### config.mk
export PLATFORM = sky130hd
export DESIGN_NAME = afu_top
export DESIGN_NICKNAME = d
export VERILOG_FILES = /design/src/afu_pkg.sv /design/src/afu_top.sv /design/src/dsm_controller.sv /design/src/afu_user.sv /design/src/output_queue_controller.sv /design/src/input_queue_controller.sv /design/src/line_fifo.sv /design/src/queue_conf_regs.sv
export SDC_FILE = /design/constraint.sdc
export NUM_CORES = 1
export LEC_CHECK = 0
export BUFFER_PORTS_ARGS = -buffer_cell sky130_fd_sc_hd__buf_2
export CORE_MARGIN = 4
export CORE_UTILIZATION = 51
export DETAILED_ROUTE_END_ITERATION = 10
export GPL_TIMING_DRIVEN = 1
export PLACE_DENSITY_LB_ADDON = 0.3
export SLEW_MARGIN = 20
export SYNTH_ARGS = -nofsm -noshare
export SYNTH_HDL_FRONTEND = slang
export SYNTH_SLANG_ARGS = --single-unit
### constraint.sdc
create_clock -name clk -period 6.75 [get_ports clk]
set_input_delay 2.025 -clock clk [delete_from_list [all_inputs] [get_ports clk]]
set_output_delay 2.025 -clock clk [all_outputs]
set_load 0.02 [all_outputs]
### src/afu_pkg.sv
package afu_pkg;

  localparam int ADDR_W = 32;
  localparam int LINE_W = 64;
  localparam int TAG_W  = 8;
  localparam int QTD_W  = 16;

  typedef logic [ADDR_W-1:0] addr_t;
  typedef logic [LINE_W-1:0] line_t;
  typedef logic [TAG_W-1:0]  tag_t;
  typedef logic [QTD_W-1:0]  qtd_t;

  // base address sits in the top bits of conf, the queue tag at the bottom
  localparam int CONF_W = ADDR_W + QTD_W + TAG_W;

  typedef struct packed {
    addr_t base;
    qtd_t  count;
    tag_t  tag;
  } conf_t;

  localparam int CONF_IN  = 0;  // conf_valid bit that loads the input queue
  localparam int CONF_OUT = 1;

  typedef struct packed {
    addr_t addr;
    tag_t  tag;
  } req_t;

  typedef struct packed {
    line_t line;
    addr_t addr;
    tag_t  tag;
  } wreq_t;

  localparam int STATUS_W = 64;
  localparam int ID_W     = 8;
  localparam int RSVD_W   = STATUS_W - ID_W - 3 * QTD_W;

  typedef logic [ID_W-1:0] afu_id_t;

  // ack count loses its top bit to make room for the done flag
  typedef struct packed {
    afu_id_t           afu_id;
    logic [RSVD_W-1:0] reserved;
    qtd_t              lines_read;
    qtd_t              lines_written;
    logic [QTD_W-2:0]  acks;
    logic              done;
  } status_t;

endpackage
### src/afu_top.sv
`timescale 1ns/1ps

module afu_top #(
  parameter int FIFO_DEPTH_BITS = 2,
  parameter int AFU_ID          = 5
) (
  input  logic                       clk,
  input  logic                       arst_n,
  input  logic                       start,
  input  logic [1:0]                 conf_valid,
  input  logic [afu_pkg::CONF_W-1:0] conf,
  input  logic                       available_read,
  output logic                       request_read,
  output afu_pkg::req_t              request_data,
  input  logic                       read_data_valid,
  input  afu_pkg::tag_t              read_queue_id,
  input  afu_pkg::line_t             read_data,
  input  logic                       available_write,
  output logic                       request_write,
  output afu_pkg::wreq_t             write_data,
  input  logic                       write_data_valid,
  input  afu_pkg::tag_t              write_queue_id,
  output logic                       status_valid,
  output afu_pkg::status_t           status_data
);

  afu_pkg::addr_t in_base;
  afu_pkg::qtd_t  in_count;
  afu_pkg::tag_t  in_tag;
  afu_pkg::addr_t out_base;
  afu_pkg::qtd_t  out_count;
  afu_pkg::tag_t  out_tag;
  logic           in_avail;
  logic           in_pop;
  afu_pkg::line_t in_line;
  logic           out_avail;
  logic           out_push;
  afu_pkg::line_t out_line;
  afu_pkg::qtd_t  lines_read;
  afu_pkg::qtd_t  lines_written;
  afu_pkg::qtd_t  acks;
  logic           done_rd;
  logic           done_wr;
  logic           pending;
  logic           user_done;

  queue_conf_regs queue_conf_regs (
    .clk        (clk),
    .arst_n     (arst_n),
    .conf_valid (conf_valid),
    .conf       (conf),
    .in_base    (in_base),
    .in_count   (in_count),
    .in_tag     (in_tag),
    .out_base   (out_base),
    .out_count  (out_count),
    .out_tag    (out_tag)
  );

  input_queue_controller #(
    .FIFO_DEPTH_BITS (FIFO_DEPTH_BITS)
  ) input_queue_controller (
    .clk             (clk),
    .arst_n          (arst_n),
    .start           (start),
    .base            (in_base),
    .count           (in_count),
    .tag             (in_tag),
    .available_read  (available_read),
    .request_read    (request_read),
    .request_data    (request_data),
    .read_data_valid (read_data_valid),
    .read_queue_id   (read_queue_id),
    .read_data       (read_data),
    .in_avail        (in_avail),
    .in_pop          (in_pop),
    .in_line         (in_line),
    .lines_read      (lines_read),
    .done            (done_rd)
  );

  afu_user afu_user (
    .clk       (clk),
    .arst_n    (arst_n),
    .start     (start),
    .in_avail  (in_avail),
    .in_pop    (in_pop),
    .in_line   (in_line),
    .out_avail (out_avail),
    .out_push  (out_push),
    .out_line  (out_line),
    .count     (in_count),
    .user_done (user_done)
  );

  output_queue_controller #(
    .FIFO_DEPTH_BITS (FIFO_DEPTH_BITS)
  ) output_queue_controller (
    .clk              (clk),
    .arst_n           (arst_n),
    .start            (start),
    .base             (out_base),
    .count            (out_count),
    .tag              (out_tag),
    .out_avail        (out_avail),
    .out_push         (out_push),
    .out_line         (out_line),
    .available_write  (available_write),
    .request_write    (request_write),
    .write_data       (write_data),
    .write_data_valid (write_data_valid),
    .write_queue_id   (write_queue_id),
    .lines_written    (lines_written),
    .acks             (acks),
    .pending          (pending),
    .done             (done_wr)
  );

  dsm_controller #(
    .AFU_ID (AFU_ID)
  ) dsm_controller (
    .clk           (clk),
    .arst_n        (arst_n),
    .start         (start),
    .done_rd       (done_rd),
    .done_wr       (done_wr),
    .user_done     (user_done),
    .pending       (pending),
    .lines_read    (lines_read),
    .lines_written (lines_written),
    .acks          (acks),
    .status_valid  (status_valid),
    .status_data   (status_data)
  );

endmodule

### src/dsm_controller.sv
`timescale 1ns/1ps

module dsm_controller #(
  parameter int AFU_ID = 5
) (
  input  logic             clk,
  input  logic             arst_n,
  input  logic             start,
  input  logic             done_rd,
  input  logic             done_wr,
  input  logic             user_done,
  input  logic             pending,
  input  afu_pkg::qtd_t    lines_read,
  input  afu_pkg::qtd_t    lines_written,
  input  afu_pkg::qtd_t    acks,
  output logic             status_valid,
  output afu_pkg::status_t status_data
);

  logic armed;
  logic fire;

  // counters are cleared on the start edge, so nothing is checked in that cycle
  assign fire = armed && !start && done_rd && done_wr && user_done && !pending;

  always_ff @(posedge clk or negedge arst_n) begin
    if (!arst_n) begin
      armed        <= 1'b0;
      status_valid <= 1'b0;
    end else begin
      status_valid <= fire;
      if (start) armed <= 1'b1;
      else if (fire) armed <= 1'b0;  // one status word per run
    end
  end

  always_ff @(posedge clk) begin
    if (fire) begin
      status_data.afu_id        <= afu_pkg::afu_id_t'(AFU_ID);
      status_data.reserved      <= '0;
      status_data.lines_read    <= lines_read;
      status_data.lines_written <= lines_written;
      status_data.acks          <= acks[afu_pkg::QTD_W-2:0];
      status_data.done          <= 1'b1;
    end
  end

endmodule

### src/afu_user.sv
`timescale 1ns/1ps

module afu_user (
  input  logic           clk,
  input  logic           arst_n,
  input  logic           start,
  input  logic           in_avail,
  output logic           in_pop,
  input  afu_pkg::line_t in_line,
  input  logic           out_avail,
  output logic           out_push,
  output afu_pkg::line_t out_line,
  input  afu_pkg::qtd_t  count,
  output logic           user_done
);

  afu_pkg::line_t prev_line;
  afu_pkg::qtd_t  processed;

  // a line moves only when there is room for its delta on the output side
  assign in_pop    = in_avail && out_avail;
  assign out_push  = in_pop;
  assign out_line  = in_line ^ prev_line;
  assign user_done = (processed == count);

  always_ff @(posedge clk or negedge arst_n) begin
    if (!arst_n) begin
      prev_line <= '0;
      processed <= '0;
    end else if (start) begin
      prev_line <= '0;  // the delta chain restarts from zero on every run
      processed <= '0;
    end else if (in_pop) begin
      prev_line <= in_line;
      processed <= processed + 1'b1;
    end
  end

endmodule

### src/output_queue_controller.sv
`timescale 1ns/1ps

module output_queue_controller #(
  parameter int FIFO_DEPTH_BITS = 2
) (
  input  logic           clk,
  input  logic           arst_n,
  input  logic           start,
  input  afu_pkg::addr_t base,
  input  afu_pkg::qtd_t  count,
  input  afu_pkg::tag_t  tag,
  output logic           out_avail,
  input  logic           out_push,
  input  afu_pkg::line_t out_line,
  input  logic           available_write,
  output logic           request_write,
  output afu_pkg::wreq_t write_data,
  input  logic           write_data_valid,
  input  afu_pkg::tag_t  write_queue_id,
  output afu_pkg::qtd_t  lines_written,
  output afu_pkg::qtd_t  acks,
  output logic           pending,
  output logic           done
);

  logic           fifo_empty;
  logic           fifo_full;
  logic           fifo_pop;
  afu_pkg::line_t head_line;
  logic           wr_valid;  // a line sits in the request register
  afu_pkg::line_t wr_line;

  assign out_avail     = !fifo_full;
  assign request_write = wr_valid && available_write;
  assign fifo_pop      = !fifo_empty && (!wr_valid || request_write);

  assign write_data.line = wr_line;
  assign write_data.addr = base + afu_pkg::addr_t'(lines_written);
  assign write_data.tag  = tag;

  assign pending = (lines_written > acks);
  assign done    = (acks == count);

  always_ff @(posedge clk or negedge arst_n) begin
    if (!arst_n) begin
      wr_valid      <= 1'b0;
      lines_written <= '0;
      acks          <= '0;
    end else begin
      if (fifo_pop) wr_valid <= 1'b1;
      else if (request_write) wr_valid <= 1'b0;
      if (start) begin
        lines_written <= '0;
        acks          <= '0;
      end else begin
        if (request_write) lines_written <= lines_written + 1'b1;
        if (write_data_valid && (write_queue_id == tag)) acks <= acks + 1'b1;
      end
    end
  end

  always_ff @(posedge clk) begin
    if (fifo_pop) wr_line <= head_line;
  end

  line_fifo #(
    .payload_t  (afu_pkg::line_t),
    .DEPTH_BITS (FIFO_DEPTH_BITS)
  ) out_fifo (
    .clk       (clk),
    .arst_n    (arst_n),
    .push      (out_push),
    .push_data (out_line),
    .pop       (fifo_pop),
    .pop_data  (head_line),
    .empty     (fifo_empty),
    .full      (fifo_full),
    .level     ()
  );

endmodule

### src/input_queue_controller.sv
`timescale 1ns/1ps

module input_queue_controller #(
  parameter int FIFO_DEPTH_BITS = 2
) (
  input  logic           clk,
  input  logic           arst_n,
  input  logic           start,
  input  afu_pkg::addr_t base,
  input  afu_pkg::qtd_t  count,
  input  afu_pkg::tag_t  tag,
  input  logic           available_read,
  output logic           request_read,
  output afu_pkg::req_t  request_data,
  input  logic           read_data_valid,
  input  afu_pkg::tag_t  read_queue_id,
  input  afu_pkg::line_t read_data,
  output logic           in_avail,
  input  logic           in_pop,
  output afu_pkg::line_t in_line,
  output afu_pkg::qtd_t  lines_read,
  output logic           done
);

  localparam logic [FIFO_DEPTH_BITS+1:0] DEPTH = 1 << FIFO_DEPTH_BITS;

  logic                     running;
  afu_pkg::qtd_t            issued;
  logic [FIFO_DEPTH_BITS:0] outstanding;  // requested lines not yet in the fifo
  logic [FIFO_DEPTH_BITS:0] level;
  logic [FIFO_DEPTH_BITS+1:0] used;
  logic                     fifo_empty;
  logic                     tag_hit;
  logic                     push_q;
  afu_pkg::line_t           push_line;

  // a slot is reserved in the fifo for every read still in flight
  assign used         = {1'b0, level} + {1'b0, outstanding};
  assign request_read = running && (issued < count) && available_read && (used < DEPTH);

  assign request_data.addr = base + afu_pkg::addr_t'(issued);
  assign request_data.tag  = tag;

  assign tag_hit  = read_data_valid && (read_queue_id == tag);  // other queues' data is dropped
  assign in_avail = !fifo_empty;
  assign done     = (lines_read == count);

  always_ff @(posedge clk or negedge arst_n) begin
    if (!arst_n) begin
      running     <= 1'b0;
      issued      <= '0;
      outstanding <= '0;
      lines_read  <= '0;
      push_q      <= 1'b0;
    end else begin
      push_q <= tag_hit;
      if (start) begin
        running     <= 1'b1;
        issued      <= '0;
        outstanding <= '0;
        lines_read  <= '0;
      end else begin
        if (issued == count) running <= 1'b0;  // all requests out, wait for next start
        if (request_read) issued <= issued + 1'b1;
        if (push_q) lines_read <= lines_read + 1'b1;
        case ({request_read, push_q})
          2'b10:   outstanding <= outstanding + 1'b1;
          2'b01:   outstanding <= outstanding - 1'b1;
          default: outstanding <= outstanding;
        endcase
      end
    end
  end

  always_ff @(posedge clk) begin
    if (tag_hit) push_line <= read_data;
  end

  line_fifo #(
    .payload_t  (afu_pkg::line_t),
    .DEPTH_BITS (FIFO_DEPTH_BITS)
  ) in_fifo (
    .clk       (clk),
    .arst_n    (arst_n),
    .push      (push_q),
    .push_data (push_line),
    .pop       (in_pop),
    .pop_data  (in_line),
    .empty     (fifo_empty),
    .full      (),
    .level     (level)
  );

endmodule

### src/line_fifo.sv
`timescale 1ns/1ps

module line_fifo #(
  parameter type payload_t  = logic [31:0],
  parameter int  DEPTH_BITS = 2
) (
  input  logic                clk,
  input  logic                arst_n,
  input  logic                push,
  input  payload_t            push_data,
  input  logic                pop,
  output payload_t            pop_data,
  output logic                empty,
  output logic                full,
  output logic [DEPTH_BITS:0] level
);

  localparam int DEPTH = 2 ** DEPTH_BITS;

  payload_t              mem [DEPTH];
  logic [DEPTH_BITS-1:0] wr_ptr;
  logic [DEPTH_BITS-1:0] rd_ptr;
  logic                  do_push;
  logic                  do_pop;

  assign empty    = (level == '0);
  assign full     = level[DEPTH_BITS];  // level never goes past DEPTH
  assign do_push  = push && !full;
  assign do_pop   = pop && !empty;
  assign pop_data = mem[rd_ptr];  // head is visible before the pop

  always_ff @(posedge clk) begin
    if (do_push) mem[wr_ptr] <= push_data;
  end

  always_ff @(posedge clk or negedge arst_n) begin
    if (!arst_n) begin
      wr_ptr <= '0;
      rd_ptr <= '0;
      level  <= '0;
    end else begin
      if (do_push) wr_ptr <= wr_ptr + 1'b1;
      if (do_pop) rd_ptr <= rd_ptr + 1'b1;
      case ({do_push, do_pop})
        2'b10:   level <= level + 1'b1;
        2'b01:   level <= level - 1'b1;
        default: level <= level;
      endcase
    end
  end

endmodule

### src/queue_conf_regs.sv
`timescale 1ns/1ps

module queue_conf_regs (
  input  logic                       clk,
  input  logic                       arst_n,
  input  logic [1:0]                 conf_valid,
  input  logic [afu_pkg::CONF_W-1:0] conf,
  output afu_pkg::addr_t             in_base,
  output afu_pkg::qtd_t              in_count,
  output afu_pkg::tag_t              in_tag,
  output afu_pkg::addr_t             out_base,
  output afu_pkg::qtd_t              out_count,
  output afu_pkg::tag_t              out_tag
);

  afu_pkg::conf_t desc;

  assign desc = afu_pkg::conf_t'(conf);  // splits the bus into its three fields

  always_ff @(posedge clk or negedge arst_n) begin
    if (!arst_n) begin
      in_base   <= '0;
      in_count  <= '0;
      in_tag    <= '0;
      out_base  <= '0;
      out_count <= '0;
      out_tag   <= '0;
    end else begin
      // each queue keeps its descriptor until its own bit comes again
      if (conf_valid[afu_pkg::CONF_IN]) begin
        in_base  <= desc.base;
        in_count <= desc.count;
        in_tag   <= desc.tag;
      end
      if (conf_valid[afu_pkg::CONF_OUT]) begin
        out_base  <= desc.base;
        out_count <= desc.count;
        out_tag   <= desc.tag;
      end
    end
  end

endmodule

Word level (Yosys, flattened, before mapping)
Memories as Yosys holds them, arrays and structs flattened. A register that Yosys moved wholly into a read port is not among the register bits.
Cells that the tools add are included.

word-level totals
  memories = 2
  bits in writable memories = 512
  bits of input ports = 145
  word-level logic and storage cells = 128
  flip-flop bits (word level) = 389

operators by class
  reductions and logical operators = 38
  multiplexer cells = 26
  bitwise gates (word level) = 1
  order comparisons = 3
  add/subtract/negate cells = 18
  equal/unequal tests = 12

memory list
  name                                  words  bits a word  read ports  clocked after Yosys merged registers in  write ports  RTL line         source
  input_queue_controller.in_fifo.mem    4      64           1           0                                        1            line_fifo.sv:20  payload_t mem [DEPTH];
  output_queue_controller.out_fifo.mem  4      64           1           1                                        1            line_fifo.sv:20

operator list
  kind                   number
  $mux 16                10
  $mux 64                2
  $add 16x1->16 const B  5
  $add 32x16->32         2
  $eq 16x16->1           4
  $xor 64x64->64         1
  $reduce_bool 2->1      10
  $pmux 3 s2             3
  $logic_and 1x1->1      17
  $eq 8x8->1             2
  $gt 16x16->1           1
  $lt 16x16->1           1
  $mux 1                 10
  $add 3x1->3 const B    3
  $sub 3x1->3 const B    3
  $add 2x1->2 const B    4
  $logic_not 1->1        7
  $eq 2x1->1 const B     3
  $eq 2x2->1 const B     3
  $logic_not 3->1        2
  $add 3x3->4            1
  $lt 4x3->1 const B     1
  $mux 3                 1
  $reduce_bool 3->1      1
  $logic_or 1x1->1       1

Logic depth before layout (Yosys ltp)
  depth in word-level cells = 8
  mapped depth = 13
  mapped depth without buffers = 11

Modules after synthesis
From an unflattened synthesis, not the netlist that was laid out.

second synthesis, totals
  cells, all modules = 2482
  area total of the unflattened synthesis = 40360.0 µm²

modules (own cells, without submodules)
  module                   area an instance (µm²)  instances  cells each
  line_fifo                9649.3                  2          373
  input_queue_controller   5632.9                  1          512
  output_queue_controller  5287.6                  1          470
  queue_conf_regs          4486.8                  1          236
  afu_user                 4013.8                  1          447
  dsm_controller           1640.3                  1          71

Worst setup path after synthesis
Ideal clock, no wire load.

  kind = input to register
  start point = input port start
  end point = register, netlist name dsm_controller.status_data[10]
  stages on the path = 5
  required time = 6.208 ns
  library setup time = 0.542 ns
  data arrival time = 6.312 ns
  buffers on the path = 0
  setup slack = -0.104 ns
  cell sequence = inv_1 o2111ai_1 nor4_1 nand4_1 a311oi_1

on the way
  word-level cells in the longest chain between the ends = 6

ends and longest elaborated chain
  what                             RTL line              source
  start, declared                  afu_top.sv:9          input logic start,
  $logic_not 1->1                  dsm_controller.sv:24  assign fire = armed && !start && done_rd && done_wr && user_done && !pending;
  $logic_and 1x1->1 (5 in series)  dsm_controller.sv:24
  net dsm_controller.fire          dsm_controller.sv:21  logic fire;

The timed path passes the listed nets, and every way through them passes these cells.
A chain may end at the register's enable or synchronous reset.

==> impl_metrics.csv <==
group,metric,value,unit
status,status,"finished, final reports clean",
timing,max_slew_margin,27.3,%
logic_synthesis,ys_async_sr_fraction,28.8,%
setup_path,critical_path_cell_count,8,
setup_path,rr_worst_depth,9,
layout,fin_area,46300,um^2
logic_synthesis,yosysTopAreaCell,"edfxtp_1",
die,num_rows,102,
power,power_leakage,17.5,nW
routing,wl_met1,38300,um
setup_path,critPathKind,"flop to primary output",
die,fp.coreArea,77600,um^2
setup_path,critPathBufInv,1,
routing,firstDrtPassIters,5,
setup_path,required,4.72,ns
worst_hold_path,hp-class,"flop to flop",
place,hpwl,58600,um
routing,ant_nets,0,
die,start_util,51.5,%
cts,cts.clk_slew.worst_paths,0.07,ns
timing,hold_viol_final,0,
routing,wl_met2,47200,um
global_routing,antenna_found_initial,1,
setup_path,cp-end-kind,"primary output",
place,place_congestion,0.890,
logic_synthesis,synth_top_flop_cell,"edfxtp_1",
routing,routed.top_layer,"met5",
logic_synthesis,synthCells,2543,
logic_synthesis,ys.warnings.count,0,
timing,fin_skew,0.0607,ns
timing,min_period,5.74,ns
timing,setup_viol,0,
cts,clkSinkCount,965,
setup_path,cp_top_family,"compound AO/OA/AOI/OAI gates",
setup_path,path_cells,"ha_1 -> o21ai_0 -> o21ai_1 -> o211ai_1 -> a31oi_1 -> nor2_1 -> o311ai_1 -> buf_2",
die,die_x,288,um
logic_synthesis,netlist_top_cells_count,"687 x edfxtp_1, 278 x dfrtp_1, 222 x nand2_1",
timing,timing.fmax,174,MHz
cts,htree_levels,3,
timing,drv_slew,0,
timing,rsz0062_at_grt,"no",
setup_path,crit_arrival,3.71,ns
cts,clk_path_buf_depth,3,
die,dieHeight,288,um
die,design.die.area,82900,um^2
power,power_density,396,nW/um^2
logic_synthesis,avgSynthCellArea,15.7,um^2
layout,drive_gt1_share,25.7,%
cts,postCtsSetupBuffers,0,
global_routing,grt_max_degree,127,
logic_synthesis,synth_top_area_share,51.6,%
setup_path,max_stage_delay,0.76,ns
place,dp_slack,1.60,ns
global_routing,grt_remaining_overflow,0,
layout,area_growth,15.8,%
routing,routedWlPerCell,23.0,um
routing,wl_met3,5140,um
logic_synthesis,synth.distinct_cells,69,
timing,worst_slack,1.01,ns
job,maxCapViolCount,0,
setup_path,start_kind,"flop",
routing,post_drt_via_cell_ratio,5.66,
power,max-vdd-ir-drop,0.000242,V
logic_synthesis,synth_area_leaders,"edfxtp_1 52%, dfrtp_1 17%, mux4_2 7.2%",
timing,tightest_slew,1.09,ns
cts,root_buffer,"clkbuf_16",
routing,vias,22826,
setup_path,crit_path_top_delay_cell,"a31oi_1",
routing,drtIter0Drc,1765,
routing,wl,92900,um
logic_synthesis,synth-seq-cells,965,
worst_hold_path,worstHoldPathCells,0,
cts,tritoncts,"yes",
global_routing,grt_pass1_wl,142000,um
logic_synthesis,synth_area,40000,um^2
logic_synthesis,synthMostInstantiatedCell,"edfxtp_1",
logic_synthesis,yosysSeqAreaShare,69.0,%
logic_synthesis,synth-edff-count,687,
routing,drcViolationCount,0,
cts,cts_resized,0,
place,place_area,42800,um^2
place,portBuffers,338,
die,ios,356,
timing,fin_hold_ws,0.462,ns
timing,period_share,85.0,%
cts,clock_latency,0.67,ns
layout,final_nets,3139,
cts,hold_buffers,0,
global_routing,gr-usage-all-layers,22.6,%
global_routing,grt_pass1_vias,23653,
timing,tns,0,ns
setup_path,crit_fanout,11,
cts,cts_buffers,97,
## power breakdown
part           leakage [nW]  switching (mW)  internal [mW]
sequential             9.82           0.654           8.01
clock                  1.60            2.29           3.24
combinational          6.06            2.49           1.65
total                  17.5            5.43           12.9
## layer usage
| metal | up-vias | global-route usage [%] |
|---|---|---|
| li1 | 10248 | - |
| met1 | 11732 | 30.4 |
| met2 | 702 | 38.8 |
| met3 | 142 | 2.93 |
| met4 | 2 | 6.56 |
| met5 | - | 0 |
## stage by stage
step | total power, mW | instances | util [%]
4_1_cts | 18.5 | 4029 | 59.5
3_5_place_dp | 13.0 | 3846 | 55.2
2_1_floorplan | 11.5 | 2558 | -
5_1_grt | 19.2 | 4032 | 59.6
3_3_place_gp | 12.7 | 3842 | 55.1
6_report | 18.3 | 4033 | 59.6
## cell usage in the layout, fill, tap and decap left out, types with 8 or more instances in the layout
master / n
edfxtp_1: 687
buf_2: 336
dfrtp_1: 274
nand2_1: 222
mux4_2: 128
a21oi_1: 118
xor2_1: 117
xnor2_1: 104
clkbuf_16: 97
nor2_1: 95
mux2_2: 93
inv_1: 81
ha_1: 81
nand3_1: 52
o21ai_0: 47
nand4_1: 37
clkbuf_1: 24
and3_1: 22
nor3_1: 21
conb_1: 17
clkinv_1: 16
buf_4: 16
clkinv_2: 14
o21ai_1: 14
nor4_1: 14
or4_1: 14
and2_1: 13
a21o_1: 13
nand2b_1: 13
bufinv_16: 13
nor2b_1: 12
or3_1: 12
o31ai_1: 12
and4_1: 10
o2111ai_1: 10
and2_4: 8
## final cells by class
type	count	area (um^2)
diodes	1	2.50
clock buffers	127	2600
clock inverters	56	736
fillers	5926	31300
inverters	82	309
multi-input cells	1397	11700
flip-flops and latches	965	27600
well taps	1040	1300
repair buffers	365	2060
## cells by family after synthesis
family	count (synthesis)	share of synthesized area, %
multiplexers	229	10.0
XOR/XNOR	221	4.84
buffers and inverters	196	2.09
adder cells (fa/ha/maj)	86	2.79
AO/OA/AOI/OAI	276	4.22
other	2	0.0188
flip-flops	965	69.0
AND/OR/NAND/NOR	568	6.97
## path summary, 6_finish.rpt
path / start / end / slack [ns]
setup / recovery: output_queue_controller.lines_written[7] / write_data[25] / 1.01
hold / removal: input_queue_controller.push_line[61] / input_queue_controller.in_fifo.mem[2][61] / 0.46
setup reg to reg: input_queue_controller.in_fifo.level[0] / input_queue_controller.in_fifo.level[1] / 2.81
hold reg to reg: input_queue_controller.push_line[61] / input_queue_controller.in_fifo.mem[2][61] / 0.46
max in group asynchronous: arst_n / input_queue_controller.in_fifo.rd_ptr[1] / 4.14
min in group asynchronous: arst_n / queue_conf_regs.in_tag[7] / 1.29
## sequential cells by signal, summed over array words and instances (netlist names), 3 cells and up
name,count
queue_conf_regs.out_count,16
queue_conf_regs.in_count,16
queue_conf_regs.in_base,32
output_queue_controller.out_fifo.level,3
input_queue_controller.lines_read,16
afu_user.prev_line,64
input_queue_controller.outstanding,3
queue_conf_regs.out_tag,8
queue_conf_regs.in_tag,8
dsm_controller.status_data,47
input_queue_controller.push_line,64
output_queue_controller.wr_line,64
input_queue_controller.in_fifo.mem,256
input_queue_controller.in_fifo.level,3
queue_conf_regs.out_base,32
afu_user.processed,16
output_queue_controller.lines_written,16
output_queue_controller.out_fifo.mem,256
input_queue_controller.issued,16
output_queue_controller.acks,16
Power figures use the tool's default switching activity.
